### config.mk
export PLATFORM = sky130hd
export DESIGN_NAME = pattern_gen
export DESIGN_NICKNAME = d
export VERILOG_FILES = /design/src/verilog/test_proto_pkg.sv /design/src/verilog/test_ctrl_pkg.sv /design/src/verilog/pattern_gen.sv
export SDC_FILE = /design/constraint.sdc
export NUM_CORES = 1
export LEC_CHECK = 0
export ABC_AREA = 1
export BUFFER_PORTS_ARGS = -buffer_cell sky130_fd_sc_hd__buf_2
export CORE_MARGIN = 3
export CORE_UTILIZATION = 45
export DETAILED_ROUTE_END_ITERATION = 12
export GPL_TIMING_DRIVEN = 0
export PLACE_DENSITY = 0.74
export SYNTH_ARGS = -nofsm -noshare
export SYNTH_HDL_FRONTEND = slang
export SYNTH_SLANG_ARGS = --single-unit
### constraint.sdc
create_clock -name clk -period 1.43 [get_ports clk]
set_input_delay 0.143 -clock clk [delete_from_list [all_inputs] [get_ports clk]]
set_output_delay 0.143 -clock clk [all_outputs]
set_load 0.05 [all_outputs]
### src/verilog/test_proto_pkg.sv
package test_proto_pkg;

    // ====================
    // Link byte fields
    // ====================
    typedef logic [7:0] byte_t;
    typedef logic [1:0] cmd_t;
    typedef logic [5:0] len_t;

    // Header command, top two bits of a header byte
    localparam cmd_t CMD_TEST_START   = 2'd0;
    localparam cmd_t CMD_TEST_DATA    = 2'd1;
    localparam cmd_t CMD_TEST_STOP    = 2'd2;
    // Only ever sent back by the controller
    localparam cmd_t CMD_TEST_STOPPED = 2'd3;

    // ====================
    // Test selection
    // ====================
    typedef logic [7:0] test_num_t;

    localparam test_num_t TEST_RECEIVE      = 8'd1;
    localparam test_num_t TEST_SEND         = 8'd2;
    localparam test_num_t TEST_RECEIVE_SEND = 8'd3;

    // Error codes carried by the stop reply
    typedef logic [7:0] err_code_t;

    localparam err_code_t ERR_NONE                  = 8'd0;
    localparam err_code_t ERR_INVALID_CMD           = 8'd1;
    localparam err_code_t ERR_INVALID_START_PAYLOAD = 8'd2;
    localparam err_code_t ERR_INVALID_STOP_PAYLOAD  = 8'd3;
    localparam err_code_t ERR_INVALID_TEST_NUM      = 8'd4;
    localparam err_code_t ERR_INVALID_TEST_DATA     = 8'd5;

endpackage

### src/verilog/test_ctrl_pkg.sv
package test_ctrl_pkg;

    // Control FSM states
    typedef enum logic [2:0] {
        ST_READ,
        ST_ECHO,
        ST_SEND,
        ST_REPORT,
        ST_HALT
    } ctrl_state_t;

    // Position in the incoming byte stream
    typedef enum logic {
        PS_HEADER,
        PS_PAYLOAD
    } parse_state_t;

    typedef logic [7:0] pkt_count_t;

endpackage

### src/verilog/pattern_gen.sv
module pattern_gen #(
    parameter int unsigned PACKET_COUNT   = 1,
    parameter int unsigned PACKET_PAYLOAD = 63
) (
    input  logic                  clk,
    input  logic                  reset_i,
    input  logic                  clear_i,
    input  logic                  advance_i,
    input  logic                  send_start_i,
    input  logic                  pat_take_i,
    output test_proto_pkg::byte_t expected_o,
    output test_proto_pkg::byte_t pat_byte_o,
    output logic                  pat_last_o
);
    import test_proto_pkg::*;
    import test_ctrl_pkg::*;

    localparam len_t       PAYLOAD_LEN = len_t'(PACKET_PAYLOAD);
    localparam pkt_count_t NUM_PACKETS = pkt_count_t'(PACKET_COUNT);

    byte_t      expected;
    pkt_count_t packets_left;
    len_t       bytes_left;
    logic       at_header;
    logic       payload_take;

    assign payload_take = pat_take_i && !at_header;

    assign expected_o = expected;
    assign pat_byte_o = at_header ? {CMD_TEST_DATA, PAYLOAD_LEN} : expected;
    assign pat_last_o = !at_header && (bytes_left == len_t'(1))
                        && (packets_left == pkt_count_t'(1));

    // Expected byte, shared by the checker and the generator
    always_ff @(posedge clk or posedge reset_i) begin
        if (reset_i) begin
            expected <= '0;
        end else if (clear_i) begin
            expected <= '0;
        end else if (advance_i || payload_take) begin
            expected <= expected + 1'b1;
        end
    end

    // ====================
    // Send test framing
    // ====================
    always_ff @(posedge clk or posedge reset_i) begin
        if (reset_i) begin
            packets_left <= '0;
            bytes_left   <= '0;
            at_header    <= 1'b1;
        end else if (send_start_i) begin
            packets_left <= NUM_PACKETS;
            bytes_left   <= PAYLOAD_LEN;
            at_header    <= 1'b1;
        end else if (pat_take_i) begin
            if (at_header) begin
                at_header <= 1'b0;
            end else if (bytes_left == len_t'(1)) begin
                // Packet done, next byte is a fresh header
                bytes_left   <= PAYLOAD_LEN;
                packets_left <= packets_left - 1'b1;
                at_header    <= 1'b1;
            end else begin
                bytes_left <= bytes_left - 1'b1;
            end
        end
    end

endmodule

==> results of run 1 <==
-- per-layer routing --
metal | up-vias | track usage
met3 | 7 | 0.0486
met1 | 715 | 0.196
met4 | 0 | 0.0608
met2 | 70 | 0.345
met5 | - | 0
li1 | 683 | -
-- cell type report --
cell class / instances / area share
Multi-Input combinational cell: 130 / 0.441
Sequential cell: 23 / 0.284
Timing Repair Buffer: 41 / 0.175
Inverter: 27 / 0.0543
Tap cell: 42 / 0.0256
Clock buffer: 4 / 0.0128
Buffer: 1 / 0.00733
-- worst max-delay path: cells and delay by family (launching register included) --
kind                   cells  cell delay [ns]
and+or+nand+nor            3             0.47
buffers and inverters      1             0.18
DFF                        1             0.44
-- cell families (layout without fill, tap and decap cells) --
kind of cell / after synthesis / in the layout / synth area share
fa+ha+maj: 5 / 5 / 0.0441
compound gates: 20 / 20 / 0.0828
flops: 23 / 23 / 0.406
simple gates: 103 / 105 / 0.385
buf+inv: 28 / 73 / 0.0819
-- synthesized netlist by cell type --
library cell  instances  area [µm²]
inv_2                 3        11.3
dfstp_2               1        26.3
nand4_1               6        37.5
dfrtp_1              22         551
or2_2                 3        18.8
o21ai_0               9        45.0
nand2_2               1        6.26
o21ai_2               4        35.0
buf_8                 1        15.0
nand3_4               1        17.5
nor2_4                1        11.3
nand2_4               2        22.5
nand3_2               1        10.0
nand2_1              36         135
nand3_1              26         130
nor2_8                2        40.0
a21oi_1               4        20.0
nand2_8               1        20.0
nor2_2                2        12.5
o21ai_1               1        5.00
nor2_1               17        63.8
ha_1                  5        62.6
a31oi_1               2        12.5
inv_1                24        90.1
or2_1                 1        6.26
nor3_1                3        15.0
-- sequential cells by signal (all words and copies together) (netlist names) --
register and flops:
bytes_left 6, expected_o 8, at_header 1, packets_left 8
-- per-stage QoR --
stage                     worst slack [ns]  hold slack, ns  cell area, µm²  cells   util
after floorplan                    -0.0761           0.144            1430    179      -
after global placement              0.0404           0.318            1590    243  0.553
after detailed placement          -0.00413           0.330            1590    243  0.553
after CTS                           -0.141          0.0178            1760    254  0.611
after global routing                -0.205          0.0540            2050    268  0.712
final                               -0.131         0.00400            2050    268  0.712
-- what timing repair did --
| item | CTS | global route |
|---|---|---|
| buffers inserted | 6 | 10 |
| endpoints found under the hold margin | 1 | 1 |
| pin swaps | 3 | 12 |
| hold buffers | 1 | 1 |
| gates cloned | 0 | 3 |
| setup endpoints to repair | 11 | 25 |
| gates resized for setup | 26 | 49 |
-- power by group through the flow --
| stage | sequential, mW | clock (mW) | combinational [mW] |
|---|---|---|---|
| finish | 0.729 | 0.326 | 0.525 |
| global route | 0.734 | 0.368 | 0.563 |
| CTS | 0.726 | 0.328 | 0.398 |
| detailed placement | 0.734 | 0 | 0.345 |
| floorplan | 0.749 | 0 | 0.248 |
| global placement | 0.732 | 0 | 0.333 |
-- worst max-delay path by stage --
stage,startpoint,endpoint,slack [ns]
after floorplan,bytes_left[1],pat_last_o,-0.08
after global placement,at_header,expected_o[5],0.04
after detailed placement,at_header,expected_o[6],-0.004
after CTS,bytes_left[1],pat_last_o,-0.14
after global routing,packets_left[1],packets_left[7],-0.21
final,packets_left[4],pat_last_o,-0.13
==> metrics.md, run 1 <==
| Metric | Value |
|---|---|
| CTS buffer count | `3` |
| Worst skew pair latency | `0.32 ns` |
| Die Ht | `about 62 µm` |
| Width of the die | `roughly 62 µm` |
| DR vias | `roughly 1500` |
| Worst-path clk slew | `between 0.1 and 0.15 ns` |
| Cell Int Power | `around 0.99 mW` |
| Nets | `238` |
| Worst EP required | `around 1.3 ns` |
| DP HPWL | `about 2.3 mm` |
| Endpoints failing setup | `21` |
| Routability Congestion | `~0.82` |
| Total core area | `roughly 2900 µm²` |
| Initial Utilization | `0.494` |
| CTS H-tree lvls | `1` |
| Setup crit start kind | `flop` |
| DRC | `0` |
| DRT Wirelength | `slightly above 4 mm` |
| Diode count | `0` |
| IO Pins | `23` |
| Reg power frac | `0.462` |
| Vias in the first global route | `about 1400` |
| Area of the multi-input gates | `roughly 900 µm²` |
| Static Leak | `0.987 nW` |
| Synth cell types | `26` |
| Die Area | `approximately 3900 µm²` |
| Reg2Reg Setup Slack | `-0.10 ns` |
| Failing checks | `negative setup slack` |
| CTS tree | `yes` |
| Worst-margin pin slew | `~0.94 ns` |
| Top sig layer | `met4` |
| Reg2Reg Depth | `8` |
| Worst Setup End Kind | `primary output` |
| Register area share after synthesis | `0.406` |
| DRT antenna net count | `0` |
| Gate Count Post-Synth | `between 150 and 200` |
| Largest net degree at the start of global routing | `24` |
| RSZ-0062 raised after global routing | `yes` |
| NetSw | `slightly below 0.6 mW` |
| Total Routing Usage GR | `0.183` |
| GRT overflow | `0` |
| Max-cap violations | `0` |
| R2R Path End | `packets_left[7]` |
| Critical Path Fanout Max | `4` |
| PortBufs | `22` |
| Final Hold Vio Count | `0` |
| Peak Freq | `around 640 MHz` |
| Reg area | `slightly below 600 µm²` |
| Arrival time at the worst endpoint | `1.42 ns` |
| Max-Slew Margin vs Limit | `0.371` |
| Synth-to-layout area growth | `44.3%` |
| WL met3 | `about 260 µm` |
| CP peak stage delay | `between 0.4 and 0.5 ns` |
| Worst clock skew | `just under 0.003 ns` |
| First-pass GRT wire length | `about 6 mm` |
| Clk sinks | `23` |
| DR iter-0 viols | `just over 80` |
| CP max stage cell | `dfrtp_1` |
| Clk pwr share | `0.206` |
| Hold crit path type | `in2async` |
| Via/cell ratio | `5.50` |
| Crit-path cells | `nor2_2, nand2_2, nor3_4, buf_6` |
| Commonest non-fill, non-tap cell in the layout | `nand2_1` |
| Post-layout min period | `1.56 ns` |
| Syn avg cell area | `7.93 µm²` |
| Longest Clk Path Bufs | `2` |
| Fill cells | `194` |
| Post-Syn Nets | `190` |
| Post-Syn Area | `around 1400 µm²` |
| Combinational power share | `0.332` |
| Sw frac | `0.371` |
| Initial antenna violation count | `0` |
| Final Slew Violations | `0` |
| DR WL/cell | `around 15 µm` |
| DRT Pass-1 Iters | `4` |
| Fin crit share | `1.09` |
| Most frequent cells in the layout | `nand2_1, inv_1, nand3_1, dfrtp_1` |
| Status | `complete, but fails checks` |
| Yosys warning count | `0` |
| WL met1 | `approximately 1.6 mm` |
| Kind of critical path | `reg2out` |
| Met2 WL | `roughly 2.2 mm` |
| FF+latch count, synth | `23` |
| Worst r2r src | `packets_left[1]` |
| Final worst setup slack | `-0.131 ns` |
| Ratio of cells with drive above 1 in the final layout | `0.429` |
| Worst IR Drop VDD | `around 0.83 mV` |
| # rows | `19` |
| PwrDens | `771 nW/µm²` |
| Total power | `1.58 mW` |
| TNS Setup | `-1.41 ns` |
| Root buf cell | `clkbuf_4` |
(Power assumes the default switching activity.)
==> run 2: changes to the inputs <==
Settings changed: ABC_AREA 1 to unset, CTS_BUF_LIST set to sky130_fd_sc_hd__clkbuf_2 sky130_fd_sc_hd__clkbuf_4 sky130_fd_sc_hd__clkbuf_8, PLACE_DENSITY 0.74 to 0.75.
==> run 2 against run 1 <==
- the run ends with negative hold slack, negative setup slack left
- clock-buffer cell count unchanged
- first-iteration DRC count decreased by 64%
- clock skew increased by 0.010 ns
- final cell count decreased by 22%
- largest power group unchanged
- critical endpoint unchanged
- area after synthesis decreased by 9.4%
- core utilization increased by 3.1 points
- clock power about the same
==> metrics.md, run 2 <==
| Metric | Value |
|---|---|
| Worst-margin pin slew | `between 0.8 and 0.9 ns` |
| DR vias | `around 1200` |
| Synth cell types | `36` |
| DRT Pass-1 Iters | `4` |
| Dpl cells | `between 150 and 200` |
| Final worst setup slack | `-0.421 ns` |
| PortBufs | `21` |
| DP HPWL | `1.98 mm` |
| Top FF cell, synth | `dfrtp_1` |
| FF+latch count, synth | `23` |
| Yosys warning count | `0` |
| Initial antenna violation count | `0` |
| Worst IR Drop VDD | `roughly 0.61 mV` |
| Final Hold Vio Count | `22` |
| RSZ-0062 raised after global routing | `yes` |
| Area of the multi-input gates | `around 850 µm²` |
| Diode count | `0` |
| IO Pins | `23` |
| DRT Wirelength | `~3.5 mm` |
| Commonest cells post-synth | `dfrtp_1, nor2_1, xor2_1` |
| Kind of critical path | `reg2out` |
| Register area share after synthesis | `0.448` |
| Worst Hold Slack | `-0.0283 ns` |
| Initial Utilization | `0.497` |
| Vias in the first global route | `1218` |
| Commonest non-fill, non-tap cell in the layout | `dfrtp_1` |
| Most frequent cell after synthesis | `dfrtp_1` |
| Worst clock skew | `between 0.01 and 0.015 ns` |
| DR WL/cell | `about 17 µm` |
| Status | `complete, but fails checks` |
| CP peak stage delay | `about 0.42 ns` |
| Clk sinks | `23` |
| Post-Syn Nets | `146` |
| Post-layout min period | `~1.9 ns` |
| Critical Path Fanout Max | `2` |
| Post-Syn Area | `about 1300 µm²` |
| Async set-reset flop share out of synthesis | `1.00` |
| Reg area | `between 500 and 600 µm²` |
| CP bufs+invs | `1` |
| Post-synth EDFFs | `0` |
| Nets | `191` |
| Arrival time at the worst endpoint | `around 1.7 ns` |
| Worst EP required | `1.29 ns` |
| GRT overflow | `0` |
| Worst Setup End Kind | `primary output` |
| Worst skew pair latency | `0.32 ns` |
| DRC | `0` |
| Post-layout util | `0.744` |
| Routability Congestion | `about 0.8` |
| PwrDens | `675 nW/µm²` |
| Setup slack at placement | `-0.325 ns` |
| Non-filler cells, final | `around 210` |
| Post-synth top area cell | `dfrtp_1` |
| DR iter-0 viols | `30` |
| Root buf cell | `clkbuf_4` |
| Via/cell ratio | `around 5.7` |
| Final Slew Violations | `0` |
| Total Routing Usage GR | `0.208` |
| Max-Slew Margin vs Limit | `0.440` |
| Crit-path cells | `nor3_2, or2b_1, nor4_4, buf_6` |
| Largest net degree at the start of global routing | `24` |
| Synth area leaders | `dfrtp_1, xor2_1, nor2_1, ha_1, or2_2` |
| First-pass GRT wire length | `around 5.6 mm` |
| TNS Setup | `-1.86 ns` |
| CTS H-tree lvls | `1` |
| Most frequent cells in the layout | `dfrtp_1, nor2_1, buf_2, buf_6, buf_4` |
| Ratio of cells with drive above 1 in the final layout | `0.508` |
| Peak Freq | `between 500 and 600 MHz` |
| Hold crit path type | `in2async` |
| Width of the die | `between 50 and 60 µm` |
| Failing checks | `negative hold slack, negative setup slack` |
| Synth top area share | `0.428` |
| CTS tree | `yes` |
| Total core area | `2590 µm²` |
| CP delay by family, top | `simple AND/OR/NAND/NOR gates` |
| Fin crit share | `1.29` |
| Longest Clk Path Bufs | `2` |
| CP max stage cell | `dfrtp_1` |
| DRT antenna net count | `0` |
| Gate Count Post-Synth | `135` |
| Endpoints failing setup | `24` |
| Worst-path clk slew | `about 0.13 ns` |
| CTS buffer count | `3` |
| Static Leak | `~0.86 nW` |
| Fill cells | `around 140` |
| # rows | `18` |
| Synth-to-layout area growth | `49.8%` |
| Die Ht | `just under 60 µm` |
| Syn avg cell area | `~9.5 µm²` |
| Max-cap violations | `0` |
| Die Area | `approximately 3500 µm²` |
| Setup crit start kind | `flop` |
[run 2: changes by cell type in the layout (fill, tap and decap cells not counted), sizes merged, moves of 3 or more]
cell,delta
o21ai,-7
nand2,-35
nor2,-6
or3,+3
nor2b,+3
o31ai,+3
xor2,+10
or2,+4
buf,+5
a21oi,+3
inv,-20
nand3,-24
[run 2: cells by family (layout without fill, tap and decap cells)]
logic type,count (synthesis),after routing,share of synthesized area
AO/OA/AOI/OAI,23,23,0.109
adder cells (fa/ha/maj),5,5,0.0486
XOR/XNOR,12,12,0.0817
buffers and inverters,11,55,0.0331
AND/OR/NAND/NOR,60,60,0.271
multiplexers,1,1,0.00778
flip-flops,23,23,0.448
[run 2: worst paths after layout]
kind / to / from / cells after the start / slack [ns]
min in group clk: at_header / pat_take_i / 3 / 0.13
max in group asynchronous: expected_o[1] / reset_i / 2 / 0.88
min: bytes_left[0] / reset_i / 2 / -0.03
max: pat_last_o / packets_left[4] / 4 / -0.42
max reg2reg: packets_left[7] / packets_left[4] / 5 / -0.34
min reg2reg: packets_left[7] / packets_left[7] / 2 / 0.58
[run 2: repair_timing]
item | 4_1_cts | 5_1_grt
hold buffers | 0 | 0
buffers inserted | 15 | 7
setup endpoints to repair | 29 | 32
pin swaps | 9 | 14
resized for setup | 42 | 43
[run 2: power by group]
group          internal (mW)  leakage [nW]  total [mW]  switching [mW]
sequential             0.665         0.275       0.683          0.0185
combinational          0.116         0.562       0.294           0.179
clock                  0.128        0.0184       0.323           0.195
[run 2: final cells by class]
class | count | area share
well taps | 30 | 0.0195
repair buffers | 42 | 0.199
clock buffers | 4 | 0.0156
flip-flops and latches | 23 | 0.303
inverters | 6 | 0.0117
plain buffers | 3 | 0.0117
multi-input cells | 101 | 0.440
[run 2: per-layer routing]
metal / up-vias / track usage / part of all wire
met4: 0 / 0.0485 / 0.026
li1: 555 / - / -
met3: 15 / 0.0218 / 0.029
met1: 579 / 0.269 / 0.42
met2: 32 / 0.368 / 0.53
met5: - / 0 / 0
[run 2: through the flow]
stage          hold WS [ns]  area (µm²)  total power [mW]
4_1_cts              0.0289        1740              1.26
2_1_floorplan         0.144        1310             0.839
3_3_place_gp          0.353        1450             0.885
5_1_grt              0.0498        1930              1.35
6_report            -0.0283        1930              1.30
3_5_place_dp          0.365        1450             0.889
==> run 3: changes to the inputs <==
Settings changed: TNS_END_PERCENT set to 1.
==> run 3 against run 2 <==
- the flow still finishes with violations (negative hold slack, negative setup slack)
- die area did not move
- clock-buffer cell count did not move
- largest cell class unchanged
- global-route usage fell by 2.4 points
- sequential share of layout area rose by 4.4 points
- total power fell by 4.2%
- via count fell by 11%
- register-to-register slack improved by 0.02 ns
- final cell count fell by 6.2%
- core utilization fell by 9.8 points
- maximum frequency rose by 3.1%
- setup slack improved by 0.055 ns
==> metrics.md, run 3 (synthesis gave the netlist of run 2 again) <==
| Metric | Value |
|---|---|
| Arrival time at the worst endpoint | `~1.7 ns` |
| Max-cap violations | `0` |
| Total core area | `approximately 2600 µm²` |
| Max-Slew Margin vs Limit | `0.428` |
| Static Leak | `between 0.7 and 0.8 nW` |
| RSZ-0062 raised after global routing | `yes` |
| Worst IR Drop VDD | `between 0.6 and 0.7 mV` |
| Placement Cell Area | `approximately 1400 µm²` |
| Peak Freq | `around 560 MHz` |
| TNS Setup | `-1.94 ns` |
| Longest Clk Path Bufs | `2` |
| CTS buffer count | `3` |
| DRT antenna net count | `0` |
| Kind of critical path | `reg2out` |
| CP bufs+invs | `1` |
| Die Area | `roughly 3500 µm²` |
| Largest net degree at the start of global routing | `24` |
| GRT overflow | `0` |
| PwrDens | `approximately 740 nW/µm²` |
| DR iter-0 viols | `37` |
| Critical Path Fanout Max | `2` |
| Commonest non-fill, non-tap cell in the layout | `dfrtp_1` |
| CP max stage cell | `dfrtp_1` |
| Final Hold Vio Count | `19` |
| Worst clock skew | `around 0.0081 ns` |
| Synth-to-layout area growth | `30.1%` |
| Worst Hold Slack | `-0.00909 ns` |
| Initial antenna violation count | `0` |
| Clk sinks | `23` |
| Non-filler cells, final | `slightly below 200` |
| Worst-path clk slew | `approximately 0.13 ns` |
| CTS H-tree lvls | `1` |
| CP peak stage delay | `between 0.4 and 0.5 ns` |
| Worst-margin pin slew | `between 0.8 and 0.9 ns` |
| Total Routing Usage GR | `0.184` |
| Final non-filler cell area | `approximately 1700 µm²` |
| Endpoints failing setup | `19` |
| PortBufs | `21` |
| Nets | `about 180` |
| Failing checks | `negative hold slack, negative setup slack` |
| Initial Utilization | `0.497` |
| Status | `complete, but fails checks` |
| Dpl cells | `approximately 190` |
| Vias in the first global route | `about 1100` |
| Ratio of cells with drive above 1 in the final layout | `0.349` |
| Worst skew pair latency | `0.30 ns` |
| Worst Setup End Kind | `primary output` |
| Fin crit share | `1.26` |
| # rows | `18` |
| DR vias | `approximately 1000` |
| Via/cell ratio | `around 5.4` |
| DRT Pass-1 Iters | `4` |
| Setup crit start kind | `flop` |
| DRC | `0` |
| DRT Wirelength | `about 2.8 mm` |
| Hold crit path type | `in2async` |
| First-pass GRT wire length | `approximately 4.9 mm` |
| IO Pins | `23` |
| Post-layout min period | `approximately 1.8 ns` |
| Worst EP required | `approximately 1.3 ns` |
| Root buf cell | `clkbuf_4` |
| Diode count | `0` |
| DP HPWL | `around 2 mm` |
| Routability Congestion | `0.771` |
| Total power | `approximately 1.2 mW` |
| Most frequent cells in the layout | `dfrtp_1, nor2_1, buf_2, xor2_1, or2_2` |
| Fill cells | `between 150 and 200` |
| Width of the die | `~59 µm` |
| CTS tree | `yes` |
| DR WL/cell | `between 10 and 15 µm` |
| Final worst setup slack | `-0.365 ns` |
| Die Ht | `59.5 µm` |
| Crit-path cells | `nor3_2, or2b_1, nor4_4, buf_6` |
| CP delay by family, top | `simple AND/OR/NAND/NOR gates` |
| Final Slew Violations | `0` |
## run 3: cell types whose count changed in the layout (fill, tap and decap cells not counted), sizes merged
cell | before | now
buf | 44 | 31
## run 3: cell type report
class,count,area [µm²],share of cell area
Buffer,5,41.3,0.0247
Sequential cell,23,579,0.346
Clock buffer,4,30.0,0.0180
Multi-Input combinational cell,101,729,0.436
Inverter,6,22.5,0.0135
Timing Repair Buffer,27,233,0.139
Tap cell,30,37.5,0.0224
## run 3: metrics by stage
| step | utilization | setup WS (ns) |
|---|---|---|
| after floorplan | - | -0.287 |
| after global placement | 0.558 | -0.317 |
| after detailed placement | 0.558 | -0.379 |
| after CTS | 0.617 | -0.365 |
| after global routing | 0.646 | -0.456 |
| final | 0.646 | -0.365 |
## run 3: repair_timing
item                                    4_1_cts  5_1_grt
buffers inserted                              5        1
pin swaps                                     1        6
hold buffers                                  0        0
resized for setup                            28       22
endpoints found under the setup margin       29       31
## run 3: worst paths after layout
path / from / end / slack [ns] / cells past startpoint
min in group clk: send_start_i / at_header / 0.13 / 2
worst max register to register: packets_left[2] / packets_left[7] / -0.32 / 5
worst min-delay path: reset_i / bytes_left[1] / -0.009 / 2
worst max-delay path: packets_left[2] / pat_last_o / -0.37 / 4
worst min register to register: bytes_left[2] / bytes_left[2] / 0.57 / 1
max in group asynchronous: reset_i / expected_o[0] / 0.85 / 2
## run 3: layer usage
metal,vias up,share of wire,routed length [µm],global-route usage
li1,527,-,-,-
met1,499,0.43,1220,0.239
met2,21,0.53,1500,0.317
met4,0,0.0070,20,0.0583
met3,2,0.037,105,0.0196
met5,-,0,0,0
## run 3: report_power, final
part | internal (mW) | switching, mW | total, mW
clock network | 0.128 | 0.190 | 0.317
registers | 0.664 | 0.0205 | 0.685
logic | 0.0880 | 0.156 | 0.244
total | 0.880 | 0.366 | 1.25
